$ cat src/logic/cachePkg.sv
package cachePkg;

  // address and data widths
  localparam int ADDR_W = 32;
  localparam int XLEN = 64;

  // cache geometry, 2 ways of 64 sets with 32 byte lines
  localparam int OFFSET_W = 5;
  localparam int INDEX_W = 6;
  localparam int TAG_W = 21;
  localparam int NUM_SETS = 64;
  localparam int NUM_WAYS = 2;
  localparam int LINE_W = 4 * XLEN;

  typedef logic [ADDR_W-1:0] addrT;
  typedef logic [XLEN-1:0] wordT;
  typedef logic [TAG_W-1:0] tagT;
  typedef logic [INDEX_W-1:0] indexT;
  typedef logic [LINE_W-1:0] lineT;

  // one bit per way
  typedef logic [NUM_WAYS-1:0] wayMaskT;

  // lookup controller states
  typedef enum logic [1:0] {
    idle,
    compare,
    missWait,
    replay
  } ctrlStateT;

endpackage

$ cat src/logic/memBusPkg.sv
package memBusPkg;

  // a line arrives as four 64 bit beats, lowest word first
  localparam int BEATS_PER_LINE = 4;
  localparam int BEAT_CNT_W = 2;

  // request credit counter
  typedef logic [1:0] creditCntT;

  // most credits the refill unit holds at once
  localparam creditCntT MAX_CREDITS = 2'd2;

endpackage

$ cat src/logic/refillUnit.sv
`timescale 1ns/1ps

module refillUnit (
  input  logic              clk,
  input  logic              rst_n,
  input  logic              missStart_i,
  input  cachePkg::addrT    missAddr_i,
  input  cachePkg::wayMaskT validWays_i,
  input  logic              memCredit_i,
  output logic              memReqValid_o,
  output cachePkg::addrT    memReqAddr_o,
  input  logic              memDataValid_i,
  input  cachePkg::wordT    memData_i,
  input  logic              memLast_i,
  output logic              lineWrEn_o,
  output cachePkg::wayMaskT wrWay_o,
  output cachePkg::indexT   wrIndex_o,
  output cachePkg::tagT     wrTag_o,
  output cachePkg::lineT    wrLine_o,
  output logic              refillDone_o
);

  memBusPkg::creditCntT             creditCnt;
  logic                             reqPending;
  logic                             inFlight;
  logic [memBusPkg::BEAT_CNT_W-1:0] beatCnt;
  logic [7:0]                       lfsr;
  cachePkg::addrT                   lineAddr;
  cachePkg::wayMaskT                victim;
  cachePkg::lineT                   lineBuf;
  logic                             beatIn;
  logic                             lastBeat;

  // request waits here until a credit shows up
  assign memReqValid_o = reqPending && (creditCnt != '0);
  assign memReqAddr_o = lineAddr;

  assign beatIn = memDataValid_i && inFlight;
  assign lastBeat = memLast_i ||
                    (beatCnt == memBusPkg::BEAT_CNT_W'(memBusPkg::BEATS_PER_LINE - 1));

  // last beat goes straight into the write, earlier ones come from the buffer
  assign lineWrEn_o = beatIn && lastBeat;
  assign refillDone_o = lineWrEn_o;
  assign wrWay_o = victim;
  assign wrIndex_o = lineAddr[cachePkg::OFFSET_W +: cachePkg::INDEX_W];
  assign wrTag_o = lineAddr[cachePkg::ADDR_W-1 -: cachePkg::TAG_W];
  assign wrLine_o = {memData_i, lineBuf[cachePkg::LINE_W-1:cachePkg::XLEN]};

  always_ff @(posedge clk or negedge rst_n) begin
    if (!rst_n) begin
      creditCnt <= '0;
      reqPending <= 1'b0;
      inFlight <= 1'b0;
      beatCnt <= '0;
      lfsr <= 8'h01;
    end else begin
      // credit in and request out in one cycle cancel out
      if (memCredit_i && !memReqValid_o) begin
        if (creditCnt != memBusPkg::MAX_CREDITS) begin
          creditCnt <= creditCnt + 1'b1;
        end
      end else if (!memCredit_i && memReqValid_o) begin
        creditCnt <= creditCnt - 1'b1;
      end
      if (missStart_i) begin
        reqPending <= 1'b1;
      end else if (memReqValid_o) begin
        reqPending <= 1'b0;
      end
      if (memReqValid_o) begin
        inFlight <= 1'b1;
      end else if (lineWrEn_o) begin
        inFlight <= 1'b0;
      end
      if (beatIn) begin
        beatCnt <= lastBeat ? '0 : beatCnt + 1'b1;
      end
      // x^8 + x^6 + x^5 + x^4 + 1
      lfsr <= {lfsr[6:0], lfsr[7] ^ lfsr[5] ^ lfsr[4] ^ lfsr[3]};
    end
  end

  always_ff @(posedge clk) begin
    if (missStart_i) begin
      lineAddr <= {missAddr_i[cachePkg::ADDR_W-1:cachePkg::OFFSET_W],
                   {cachePkg::OFFSET_W{1'b0}}};
      // prefer an empty way, else random
      if (!validWays_i[0]) begin
        victim <= 2'b01;
      end else if (!validWays_i[1]) begin
        victim <= 2'b10;
      end else begin
        victim <= lfsr[0] ? 2'b10 : 2'b01;
      end
    end
    if (beatIn) begin
      lineBuf <= {memData_i, lineBuf[cachePkg::LINE_W-1:cachePkg::XLEN]};
    end
  end

endmodule

$ cat config.mk
export PLATFORM = sky130hd
export DESIGN_NAME = refillUnit
export DESIGN_NICKNAME = d
export VERILOG_FILES = /design/src/logic/cachePkg.sv /design/src/logic/memBusPkg.sv /design/src/logic/refillUnit.sv
export SDC_FILE = /design/constraint.sdc
export NUM_CORES = 1
export LEC_CHECK = 0
export BUFFER_PORTS_ARGS = -buffer_cell sky130_fd_sc_hd__buf_2
export CAP_MARGIN = 30
export CORE_AREA = 2 2 166 168
export DETAILED_ROUTE_END_ITERATION = 10
export DIE_AREA = 0 0 168 170
export GPL_TIMING_DRIVEN = 1
export HOLD_SLACK_MARGIN = 0.02
export MAX_ROUTING_LAYER = met4
export PLACE_DENSITY = 0.64
export SYNTH_ARGS = -nofsm -noshare
export SYNTH_HDL_FRONTEND = slang
export SYNTH_SLANG_ARGS = --single-unit
export TNS_END_PERCENT = 10
$ cat constraint.sdc
create_clock -name clk -period 10.4 [get_ports clk]
set_clock_uncertainty 0.15 [all_clocks]
set_input_delay 0 -clock clk [delete_from_list [all_inputs] [get_ports clk]]
set_output_delay 0 -clock clk [all_outputs]
set_load 0.02 [all_outputs]
After elaboration in Yosys (flattened, before gate mapping)
Index checks and enable logic that the tools add are counted.
W data, S select, Z words.
- input bits: 104
- output and inout port bits: 320
- bits in registers: 299
- logic and storage cells: 40
- equal/unequal tests: 3
- add/sub/neg operators: 3
- reductions and logical operators: 13
- multiplexer cells: 10
- bitwise operators: 3
- operator list (operator ; count):
    $mux W2 ; 6
    $reduce_bool A2 Y1 ; 4
    $logic_and A1 B1 Y1 ; 5
    $add A2 B1 Y2 const B ; 2
    $mux W1 ; 4
    $xor A1 B1 Y1 ; 3
    $eq A2 B2 Y1 const B ; 1
    $logic_not A1 Y1 ; 2
    $ne A2 B1 Y1 const B ; 1
    $ne A2 B2 Y1 const B ; 1
    $reduce_and A2 Y1 ; 1
    $sub A2 B1 Y2 const B ; 1
    $logic_or A1 B1 Y1 ; 1

Depth between registers and ports, before layout
- depth after elaboration: 6
- depth in mapped cells: 4
- mapped depth without buffers: 3

Worst setup path after synthesis
Ideal clock, no wire load.
- kind: reg2reg
- start point: reg inFlight
- end point: reg lineBuf[100], enable pin
- required time: 9706 ps
- period minus slack after synthesis: 4846 ps
- setup time: 544 ps
- stages on the path, launching flop included: 3
- data arrival time: 4152 ps
- buffers on the path: 0
- setup slack: 5554 ps
- path through: dfrtp_1 > nand2_1 > inv_1
- word-level cells in the longest chain between the ends: 1
- ends and longest elaborated chain (element ; line ; source):
    from (decl) ; refillUnit.sv:25 ; logic inFlight;
    from (signal assigned) ; refillUnit.sv:54 ; inFlight <= 1'b0;
    from (signal assigned) ; refillUnit.sv:72 ; inFlight <= 1'b1;
    from (signal assigned) ; refillUnit.sv:74 ; inFlight <= 1'b0;
    $logic_and A1 B1 Y1 ; refillUnit.sv:38 ; assign beatIn = memDataValid_i && inFlight;
    net beatIn ; refillUnit.sv:31 ; logic beatIn;
    to (signal assigned) ; refillUnit.sv:98 ; lineBuf <= {memData_i, lineBuf[cachePkg::LINE_W-1:cachePkg::XLEN]};
    to (decl) ; refillUnit.sv:30 ; cachePkg::lineT lineBuf;
The timed path passes the listed nets, and every way through them passes these cells.
A chain may end at the register's enable or synchronous reset.

Final worst setup path
- start point: reg inFlight
- end point: reg lineBuf[124], enable pin
The elaborated chain is that of the path after synthesis.

==> flow_summary.ini <==
[floorplan]
die_h_um = 170
core_area_um2 = 26700
chipWidth_um = 168
dieArea_um2 = 28600
ios = 424
num_rows = 60
start_util_pct = 29.7

[final_layout]
drive_above_1_share_pct = 54.7
fin_util_pct = 43.2
layout_commonest_cell = buf_2
antenna_cells = 0
final_cell_mix = buf_2 (413), edfxtp_1 (221), dlygate4sd3_1 (100)
syn2layout_area_growth_pct = 45.4
n_fill_cell = 2336
num-nets-final = 915

[placed_design]
dp_slack_ns = 7.75
portBuffers = 413
globalplace.congestion = 0.791
hpwl_mm = 13.2

[sta]
finalCriticalPeriod_ns = 2.70
tns_ns = 0
period_share_pct = 26.0
slew_headroom_pct = 39.5
fmax_mhz = 370
timing.hold.ws_ns = 0.0541
report.final.hold_viol_count = 0
grt_setup_unrepaired = false
tightest_slew_ns = 0.908
layout_setup_ws_ns = 7.70
finalSetupViolCount = 0
slew_violations = 0

[routing]
routed_wirelength_mm = 19.2
antenna_left = 0
dr_wl_met3_mm = 1.74
post_drt_wl_per_cell_um = 16.5
vias = 4691
drc_errors = 0
top_layer_used = met4
wl_met1_mm = 7.17
dr.pass1.iters = 4
routed_via_density = 4.02
wl_met2_mm = 9.93
drtIter0Drc = 248

[grt]
grt_usage_pct = 12.8
antenna_found_initial = 0
grt_pass1_wl_mm = 26.9
grt_max_degree = 124
grt_pass1_vias = 4682
grt_overflow = 0

[power]
power.density_nw_per_um2 = 235
ir_drop_uv = 156
p_leak_nw = 4.85

[yosys]
synth_ff_type = edfxtp_1
synth-seq-area-share_pct = 88.2
ys_warn_count = 0
synth_edf_count = 221
ys_ff_latch = 235
syn-cell-area_um2 = 7920
syn_inst = 362
synth.avg_cell_area_um2 = 21.9
synthDistinctLibCells = 24
synthArstFlopShare_pct = 5.96

[critical_path]
reg2reg_depth = 3
crit_arrival_ns = 2.68
critPathMaxFanout = 123
crit_type = reg2reg
end_kind = flip-flop
cp-start-kind = flip-flop
worst-endpoint-required_ns = 10.38

[clock_tree]
cts_made_buffers = 25
post_cts_buffers = 0
cts.sinks = 235
cts-root-buf = clkbuf_16
clk_path_buf_depth = 3
clkTransAtPathRegs_ns = 0.06
htree_levels = 1
cts_resized = 0
clk_latency_ns = 0.51
cts_tree = done

[min_path]
holdPathStages = 2
hold_class = in2reg

[run]
cap_violations = 0

[run_status]
status = finished, final reports clean
==> area by class of cell <==
class	count	area, um2	share of cell area [%]
clock buffers	38	704	6.11
clock inverters	5	97.6	0.847
inverters	3	18.8	0.163
multi-input cells	31	211	1.84
flip-flops and latches	235	6990	60.6
well taps	341	427	3.70
repair buffers	514	3080	26.7
==> worst paths after layout <==
| path | start | end | slack, ns |
|---|---|---|---|
| worst min register to register | lfsr[6]$_DFF_PN0_ | lfsr[7]$_DFF_PN0_ | 0.20 |
| min in group asynchronous | rst_n | inFlight$_DFFE_PN0P_ | 0.43 |
| worst max-delay path | inFlight$_DFFE_PN0P_ | lineBuf[124]$_DFFE_PP_ | 7.70 |
| max in group asynchronous | rst_n | reqPending$_DFFE_PN0P_ | 9.27 |
| worst min-delay path | missAddr_i[5] | memReqAddr_o[5]$_DFFE_PP_ | 0.05 |
| worst max register to register | inFlight$_DFFE_PN0P_ | lineBuf[124]$_DFFE_PP_ | 7.70 |
==> per-layer routing <==
| metal | GRT usage [%] | vias to the layer above |
|---|---|---|
| met1 | 14.0 | 2242 |
| met5 | - | - |
| met2 | 22.9 | 283 |
| met3 | 3.51 | 28 |
| li1 | - | 2138 |
| met4 | 3.67 | 0 |
==> power breakdown <==
group	internal [mW]	leakage, nW	switching (mW)
Clock	0.536	0.387	0.333
Combinational	0.155	2.17	0.372
Sequential	1.25	2.30	0.0663
==> critical path: stages, from the launching register on <==
cell     delay, ns
dfrtp_1       0.35
nand2_1       0.20
inv_8         0.59
buf_4         0.81
==> cell families after synthesis <==
group / synth area share [%]
muxes: 0.268
and+or+nand+nor: 0.979
DFF: 88.2
buffers and inverters: 9.33
AOI/OAI and AO/OA: 0.695
adders and majority gates: 0.158
xor gates and xnor gates: 0.332
other: 0.0473
==> stage by stage <==
step / instance area [um2] / total power [mW] / cells
finish: 11500 / 2.71 / 1167
CTS: 11500 / 2.74 / 1167
detailed placement: 9720 / 1.84 / 1024
global placement: 9720 / 1.83 / 1024
floorplan: 7940 / 1.66 / 366
global route: 11500 / 2.82 / 1167
==> synth_stat cells, types with 2 or more instances <==
| library cell | number | area (um2) |
|---|---|---|
| nor3_2 | 2 | 20.0 |
| a21oi_1 | 2 | 10.0 |
| a21o_1 | 2 | 15.0 |
| dfrtp_1 | 13 | 325 |
| inv_1 | 3 | 11.3 |
| nand2_1 | 2 | 7.51 |
| buf_4 | 97 | 728 |
| xnor2_1 | 2 | 17.5 |
| nor2_1 | 4 | 15.0 |
| edfxtp_1 | 221 | 6640 |
==> state kept, by name, summed over array words and instances (netlist names) <==
| register | count |
|---|---|
| beatCnt | 2 |
| creditCnt | 2 |
| inFlight | 1 |
| lfsr | 8 |
| lineBuf | 192 |
| memReqAddr_o | 27 |
| reqPending | 1 |
| wrWay_o | 2 |
==> repair_timing <==
action	4_1_cts	5_1_grt
endpoints found under the hold margin	142	0
hold buffers	100	0
endpoints found under the setup margin	0	0
No activity file was read; power rests on OpenSTA's default activity.
