**config.mk**
```make
export PLATFORM = sky130hd
export DESIGN_NAME = cacheCtrl
export DESIGN_NICKNAME = d
export VERILOG_FILES = /design/src/logic/cachePkg.sv /design/src/logic/cacheCtrl.sv
export SDC_FILE = /design/constraint.sdc
export NUM_CORES = 1
export LEC_CHECK = 0
export ABC_AREA = 0
export BUFFER_PORTS_ARGS = -buffer_cell sky130_fd_sc_hd__buf_4
export CORE_AREA = 2 2 271 273
export CTS_BUF_LIST = sky130_fd_sc_hd__clkbuf_16
export DETAILED_ROUTE_END_ITERATION = 10
export DIE_AREA = 0 0 273 275
export HOLD_SLACK_MARGIN = 0.05
export PLACE_DENSITY = 0.44
export SETUP_SLACK_MARGIN = 0.15
export SYNTH_ARGS = -nofsm -noshare
export SYNTH_HDL_FRONTEND = slang
export SYNTH_SLANG_ARGS = --single-unit
```
**constraint.sdc**
```tcl
create_clock -name clk -period 9.6 [get_ports clk]
set_clock_uncertainty 0.05 [all_clocks]
set_input_delay 2.4 -clock clk [delete_from_list [all_inputs] [get_ports clk]]
set_output_delay 2.4 -clock clk [all_outputs]
set_load 0.005 [all_outputs]
```
**src/logic/cachePkg.sv**
```systemverilog
package cachePkg;

  // address and data widths
  localparam int ADDR_W = 32;
  localparam int XLEN = 64;

  // cache geometry, 2 ways of 64 sets with 32 byte lines
  localparam int OFFSET_W = 5;
  localparam int INDEX_W = 6;
  localparam int TAG_W = 21;
  localparam int NUM_SETS = 64;
  localparam int NUM_WAYS = 2;
  localparam int LINE_W = 4 * XLEN;

  typedef logic [ADDR_W-1:0] addrT;
  typedef logic [XLEN-1:0] wordT;
  typedef logic [TAG_W-1:0] tagT;
  typedef logic [INDEX_W-1:0] indexT;
  typedef logic [LINE_W-1:0] lineT;

  // one bit per way
  typedef logic [NUM_WAYS-1:0] wayMaskT;

  // lookup controller states
  typedef enum logic [1:0] {
    idle,
    compare,
    missWait,
    replay
  } ctrlStateT;

endpackage

```
**src/logic/cacheCtrl.sv**
```systemverilog
`timescale 1ns/1ps

module cacheCtrl (
  input  logic              clk,
  input  logic              rst_n,
  input  logic              valid_i,
  input  cachePkg::addrT    addr_i,
  output logic              addrOk_o,
  output logic              dataOk_o,
  output cachePkg::wordT    rdData_o,
  output logic              rdEn_o,
  output cachePkg::indexT   rdIndex_o,
  input  cachePkg::tagT     tag0_i,
  input  cachePkg::tagT     tag1_i,
  input  cachePkg::wayMaskT valid_i_ways,
  input  cachePkg::lineT    line0_i,
  input  cachePkg::lineT    line1_i,
  output logic              missStart_o,
  output cachePkg::addrT    missAddr_o,
  output cachePkg::wayMaskT validWays_o,
  input  logic              refillDone_i
);

  cachePkg::ctrlStateT state;
  cachePkg::ctrlStateT nextState;
  cachePkg::addrT      reqAddr;
  cachePkg::tagT       reqTag;
  cachePkg::wayMaskT   wayHit;
  cachePkg::lineT      hitLine;
  logic [1:0]          wordSel;
  logic                hit;
  logic                accept;

  assign reqTag = reqAddr[cachePkg::ADDR_W-1 -: cachePkg::TAG_W];

  // tags and valid bits arrive one cycle after the read
  assign wayHit[0] = valid_i_ways[0] && (tag0_i == reqTag);
  assign wayHit[1] = valid_i_ways[1] && (tag1_i == reqTag);
  assign hit = |wayHit;

  // new requests only while idle or behind a hit
  assign addrOk_o = (state == cachePkg::idle) || ((state == cachePkg::compare) && hit);
  assign accept = valid_i && addrOk_o;

  assign dataOk_o = (state == cachePkg::compare) && hit;
  assign missStart_o = (state == cachePkg::compare) && !hit;
  assign missAddr_o = reqAddr;
  assign validWays_o = valid_i_ways;

  // replay rereads the latched set after the refill
  assign rdEn_o = accept || (state == cachePkg::replay);
  assign rdIndex_o = (state == cachePkg::replay) ?
                     reqAddr[cachePkg::OFFSET_W +: cachePkg::INDEX_W] :
                     addr_i[cachePkg::OFFSET_W +: cachePkg::INDEX_W];

  // word within the line, offset bits 4:3
  assign wordSel = reqAddr[cachePkg::OFFSET_W-1 -: 2];
  assign hitLine = wayHit[1] ? line1_i : line0_i;
  assign rdData_o = hitLine[wordSel*cachePkg::XLEN +: cachePkg::XLEN];

  always_comb begin
    nextState = state;
    case (state)
      cachePkg::idle: begin
        if (accept) begin
          nextState = cachePkg::compare;
        end
      end
      cachePkg::compare: begin
        if (!hit) begin
          nextState = cachePkg::missWait;
        end else if (!valid_i) begin
          nextState = cachePkg::idle;
        end
      end
      cachePkg::missWait: begin
        if (refillDone_i) begin
          nextState = cachePkg::replay;
        end
      end
      cachePkg::replay: begin
        nextState = cachePkg::compare;
      end
      default: begin
        nextState = cachePkg::idle;
      end
    endcase
  end

  always_ff @(posedge clk or negedge rst_n) begin
    if (!rst_n) begin
      state <= cachePkg::idle;
    end else begin
      state <= nextState;
    end
  end

  // held through a miss since nothing is accepted then
  always_ff @(posedge clk) begin
    if (accept) begin
      reqAddr <= addr_i;
    end
  end

endmodule

```
Word-level counts from Yosys, hierarchy flattened
Cells that the tools add are included.
Storage, ports and cells
  input port bits: 592
  bits in registers: 34
  memories: 0
  memory bits (read-only): 0
  bits in latches: 0
  logic and storage cells: 29
  output and inout port bits: 108
  bits in writable memories: 0
Cells by class
  multiply operators: 0
  div/mod/pow operators: 0
  bitwise operators: 0
  mux-type cells: 7
  reductions and logical operators: 11
  $lt $le $gt $ge: 0
  shifts and indexed selects: 1
  equal/unequal tests: 8
  add/sub/neg operators: 0
Operators with widths (number)
  $mux 256: 1
  $shiftx 256x9->64: 1
  $eq 21x21->1: 2
  $mux 2: 4
  $pmux 2 s4: 1
  $mux 6: 1
  $logic_and 1x1->1: 5
  $eq 2x2->1 const B: 2
  $ne 2x2->1 const B: 2
  $ne 3x3->1 const B: 1
  $reduce_and 3->1: 1
  $eq 2x1->1 const B: 1
  $logic_not 2->1: 1
  $logic_or 1x1->1: 2
  $reduce_or 2->1: 1
  $logic_not 1->1: 1

Depth between registers and ports, before layout
  depth after elaboration: 8
  mapped depth: 11
  depth with buffers taken out: 7

Worst setup path after synthesis
No wires, ideal clock.
  path type: input to output
  start: input tag1_i[12]
  end: output rdData_o[63]
  buffers on the path: 4
  data arrival time: 4.193 ns
  path slack: 2.957 ns
  data required time: 7.150 ns
  stages on the path: 11
  cells stage by stage: xor2_1 -> nor4_2 -> and2_1 -> buf_4 -> buf_6 -> and4_1 -> buf_6 -> buf_4 -> a221oi_1 -> o21a_1 -> a221oi_2
On the way
  cells in the longest elaborated chain, start to end: 4
Ends and longest elaborated chain
  start: declaration: line cacheCtrl.sv:14  | input cachePkg::tagT tag1_i,
  $eq 21x21->1: line cacheCtrl.sv:38  | assign wayHit[1] = valid_i_ways[1] && (tag1_i == reqTag);
  $logic_and 1x1->1: line cacheCtrl.sv:38
  $mux 256: line cacheCtrl.sv:58  | assign hitLine = wayHit[1] ? line1_i : line0_i;
  $shiftx 256x9->64: line cacheCtrl.sv:59  | assign rdData_o = hitLine[wordSel*cachePkg::XLEN +: cachePkg::XLEN];
  end: declaration: line cacheCtrl.sv:10  | output cachePkg::wordT rdData_o,
No other way between the ends.

Final worst setup path
  start: input tag1_i[19]
  end: output rdData_o[22]
The elaborated chain is that of the path after synthesis.

==> impl_metrics.json <==
{
  "via_count": 11700,
  "cpMostUsedCell": "buf_4",
  "r2r-start": "missAddr_o[16]$_DFFE_PP_",
  "yosysSeqAreaShare_pct": 12.8,
  "clock_sinks": 34,
  "setup_viol": 0,
  "gp_congestion": 0.927,
  "first_pass_iters": 7,
  "syn_nets": 1659,
  "final_nets": 2272,
  "tightest_slew_ps": 1070,
  "ys.flop_type": "edfxtp_1",
  "reg2reg_slack_ps": 5590,
  "yosys.area.top_type_share_pct": 23.7,
  "top_level_ports": 700,
  "rr_endpoint": "missAddr_o[11]$_DFFE_PP_",
  "hold_buffers": 0,
  "die-area_um2": 75100,
  "hold_depth": 2,
  "crit_slowest_cell": "nor4_2",
  "fillCellCount": 8246,
  "cp-end-kind": "primary output",
  "start_util_pct": 10.9,
  "layout-drive-gt1-share_pct": 53.0,
  "synth_seq_cells": 34,
  "fin_setup_tns_ps": 0,
  "clockBufferDepth": 2,
  "finalMaxSlewViolations": 0,
  "drc": 0,
  "max_freq_mhz": 127,
  "port_buffers": 699,
  "post-cts-setup-buffer-count": 0,
  "placementRows": 99,
  "cts.clk_slew.worst_paths_ps": 60,
  "finalCritPeriodShare_pct": 82.2,
  "required_ps": 7150,
  "synthArstFlopShare_pct": 5.88,
  "yosysTopAreaCell": "a221oi_2",
  "cp.arrival_ps": 5440,
  "cap_violations": 0,
  "path_buf_inv": 3,
  "die_h_um": 275,
  "post_cts_resized": 0,
  "htreeDepth": 2,
  "synth_area_leaders": "a221oi_2, edfxtp_1, nand2_1",
  "final_util_pct": 19.7,
  "fin_crit_ps": 7890,
  "grt_pass1_wl_um": 78700,
  "drtIter0Drc": 699,
  "rsz0062_at_grt": "false",
  "core_area_um2": 72300,
  "vias_per_cell": 4.44,
  "hold_viol_final": 0,
  "power.density_nw_per_um2": 102,
  "grt_usage_pct": 13.7,
  "critPathKind": "primary input to primary output",
  "grt_max_degree": 125,
  "fp.dieW_um": 273,
  "max_stage_delay_ps": 680,
  "cts_made_buffers": 5,
  "avgSynthCellArea_um2": 7.44,
  "drt-total-wl_um": 56000,
  "synth_most_common_cell": "nand2_1",
  "synth-edff-count": 32,
  "antenna_found_initial": 5,
  "cts_tree": "built",
  "ir_drop_uv": 80.8,
  "rr_worst_depth": 8,
  "ant_nets": 0,
  "cts_root_buffer": "clkbuf_16",
  "wire_per_inst_um": 21.2,
  "holdWs_ps": 597,
  "critPathMaxFanout": 41,
  "relSlewSlack_pct": 28.5,
  "cp-start-kind": "primary input",
  "path_delay_family": "simple AND/OR/NAND/NOR gates",
  "hold_end": "state[1]$_DFFE_PN0P_",
  "place_hpwl_um": 44000,
  "fin_cells": 2639,
  "grt_overflow": 0,
  "yosys_warnings": 0,
  "area_delta_synth_final_pct": 80.2,
  "synthTopCellsByCount": "nand2_1, a221oi_2, nand3_1, a21oi_1, clkbuf_1",
  "dpl.cell_count": 2627,
  "yosysUniqueCellTypes": 35,
  "hp-start": "state[1]$_DFFE_PN0P_",
  "clk_latency_ps": 300,
  "p_leak_uw": 0.00647,
  "netlist_area_um2": 7910,
  "crit_chain": "buf_4, xnor2_1, nand4_1, nor4_2, and2_4, buf_4, and3_1, a21oi_1, a221oi_2, buf_4",
  "worstHoldPathType": "flop to flop",
  "syn-instance-count": 1062,
  "grt_pass1_vias": 12300,
  "status": "complete, no violations"
}
==> sequential cells by signal, summed over array words and instances, names as in the netlist <==
signal and count:
state 2, missAddr_o 32
==> worst max path at each step <==
stage | start | endpoint | slack, ps | cells past startpoint
5_1_grt | tag1_i[19] | rdData_o[34] | 1550 | 10
6_report | tag1_i[19] | rdData_o[22] | 1710 | 10
3_5_place_dp | tag1_i[19] | rdData_o[10] | 1670 | 10
2_1_floorplan | tag1_i[12] | rdData_o[63] | 2960 | 11
3_3_place_gp | tag1_i[19] | rdData_o[10] | 1670 | 10
4_1_cts | tag1_i[19] | rdData_o[10] | 1670 | 10
==> worst min-delay path: stages, from the launching register on <==
cell	delay, ps
dfrtp_1	370
inv_1	90
mux2i_1	130
==> stage by stage <==
stage / power [µW] / area, µm² / setup WS (ps)
2_1_floorplan: 729 / 7910 / 2960
3_3_place_gp: 1270 / 14100 / 1670
3_5_place_dp: 1280 / 14100 / 1670
4_1_cts: 1460 / 14200 / 1670
5_1_grt: 1540 / 14200 / 1550
6_report: 1450 / 14200 / 1710
==> layer usage <==
metal / share of wire (%) / track usage [%] / wire, µm
met4: 4.0 / 6.27 / 2240
met3: 7.4 / 2.71 / 4130
met1: 38 / 15.6 / 21400
met5: 0.023 / 0 / 13
met2: 50 / 24.8 / 28200
==> kinds of logic (layout without fill, tap and decap cells) <==
| family | after synthesis | after routing | synth area share (%) |
|---|---|---|---|
| xor gates and xnor gates | 41 | 41 | 4.54 |
| AOI/OAI and AO/OA | 434 | 434 | 48.8 |
| other | 0 | 4 | 0 |
| muxes | 8 | 8 | 1.11 |
| adders and majority gates | 5 | 5 | 0.791 |
| DFF | 34 | 34 | 12.8 |
| buffers and inverters | 122 | 736 | 7.30 |
| and+or+nand+nor | 418 | 418 | 24.6 |
==> layout by cell type, fill, tap and decap left out, types with 2 or more instances in the layout <==
cell type and count:
a21o_1 35, o221a_1 11, ha_1 5, inv_1 6, o21a_1 35, a221oi_1 9, mux2i_1 2, diode_2 4
xor2_1 10, and3_1 71, mux2_2 6, a31oi_1 29, a221oi_2 125, a21oi_1 101, clkbuf_16 5, nor4_2 2
xnor2_1 31, buf_4 715, dfrtp_1 2, o221a_2 18, nand4_1 8, buf_12 6, nor4_1 2, nand2_1 211
edfxtp_1 32, o21ai_0 66, and2_4 2, nand3_1 117
==> power breakdown <==
part | switching, µW | leakage, µW | internal, µW | total [µW]
clock network | 75.8 | 0.0000673 | 95.1 | 171
registers | 37.9 | 0.000320 | 199 | 237
logic | 512 | 0.00609 | 529 | 1040
==> layout make-up <==
type	count	area, µm²	area share (%)
Antenna cell	4	10.0	0.0703
Clock buffer	5	125	0.878
Clock inverter	3	16.3	0.114
Inverter	7	26.3	0.184
Multi-Input combinational cell	906	6370	44.7
Sequential cell	34	1010	7.10
Tap cell	959	1200	8.42
Timing Repair Buffer	721	5490	38.5
Note: power is estimated with default switching activity, not from simulation.
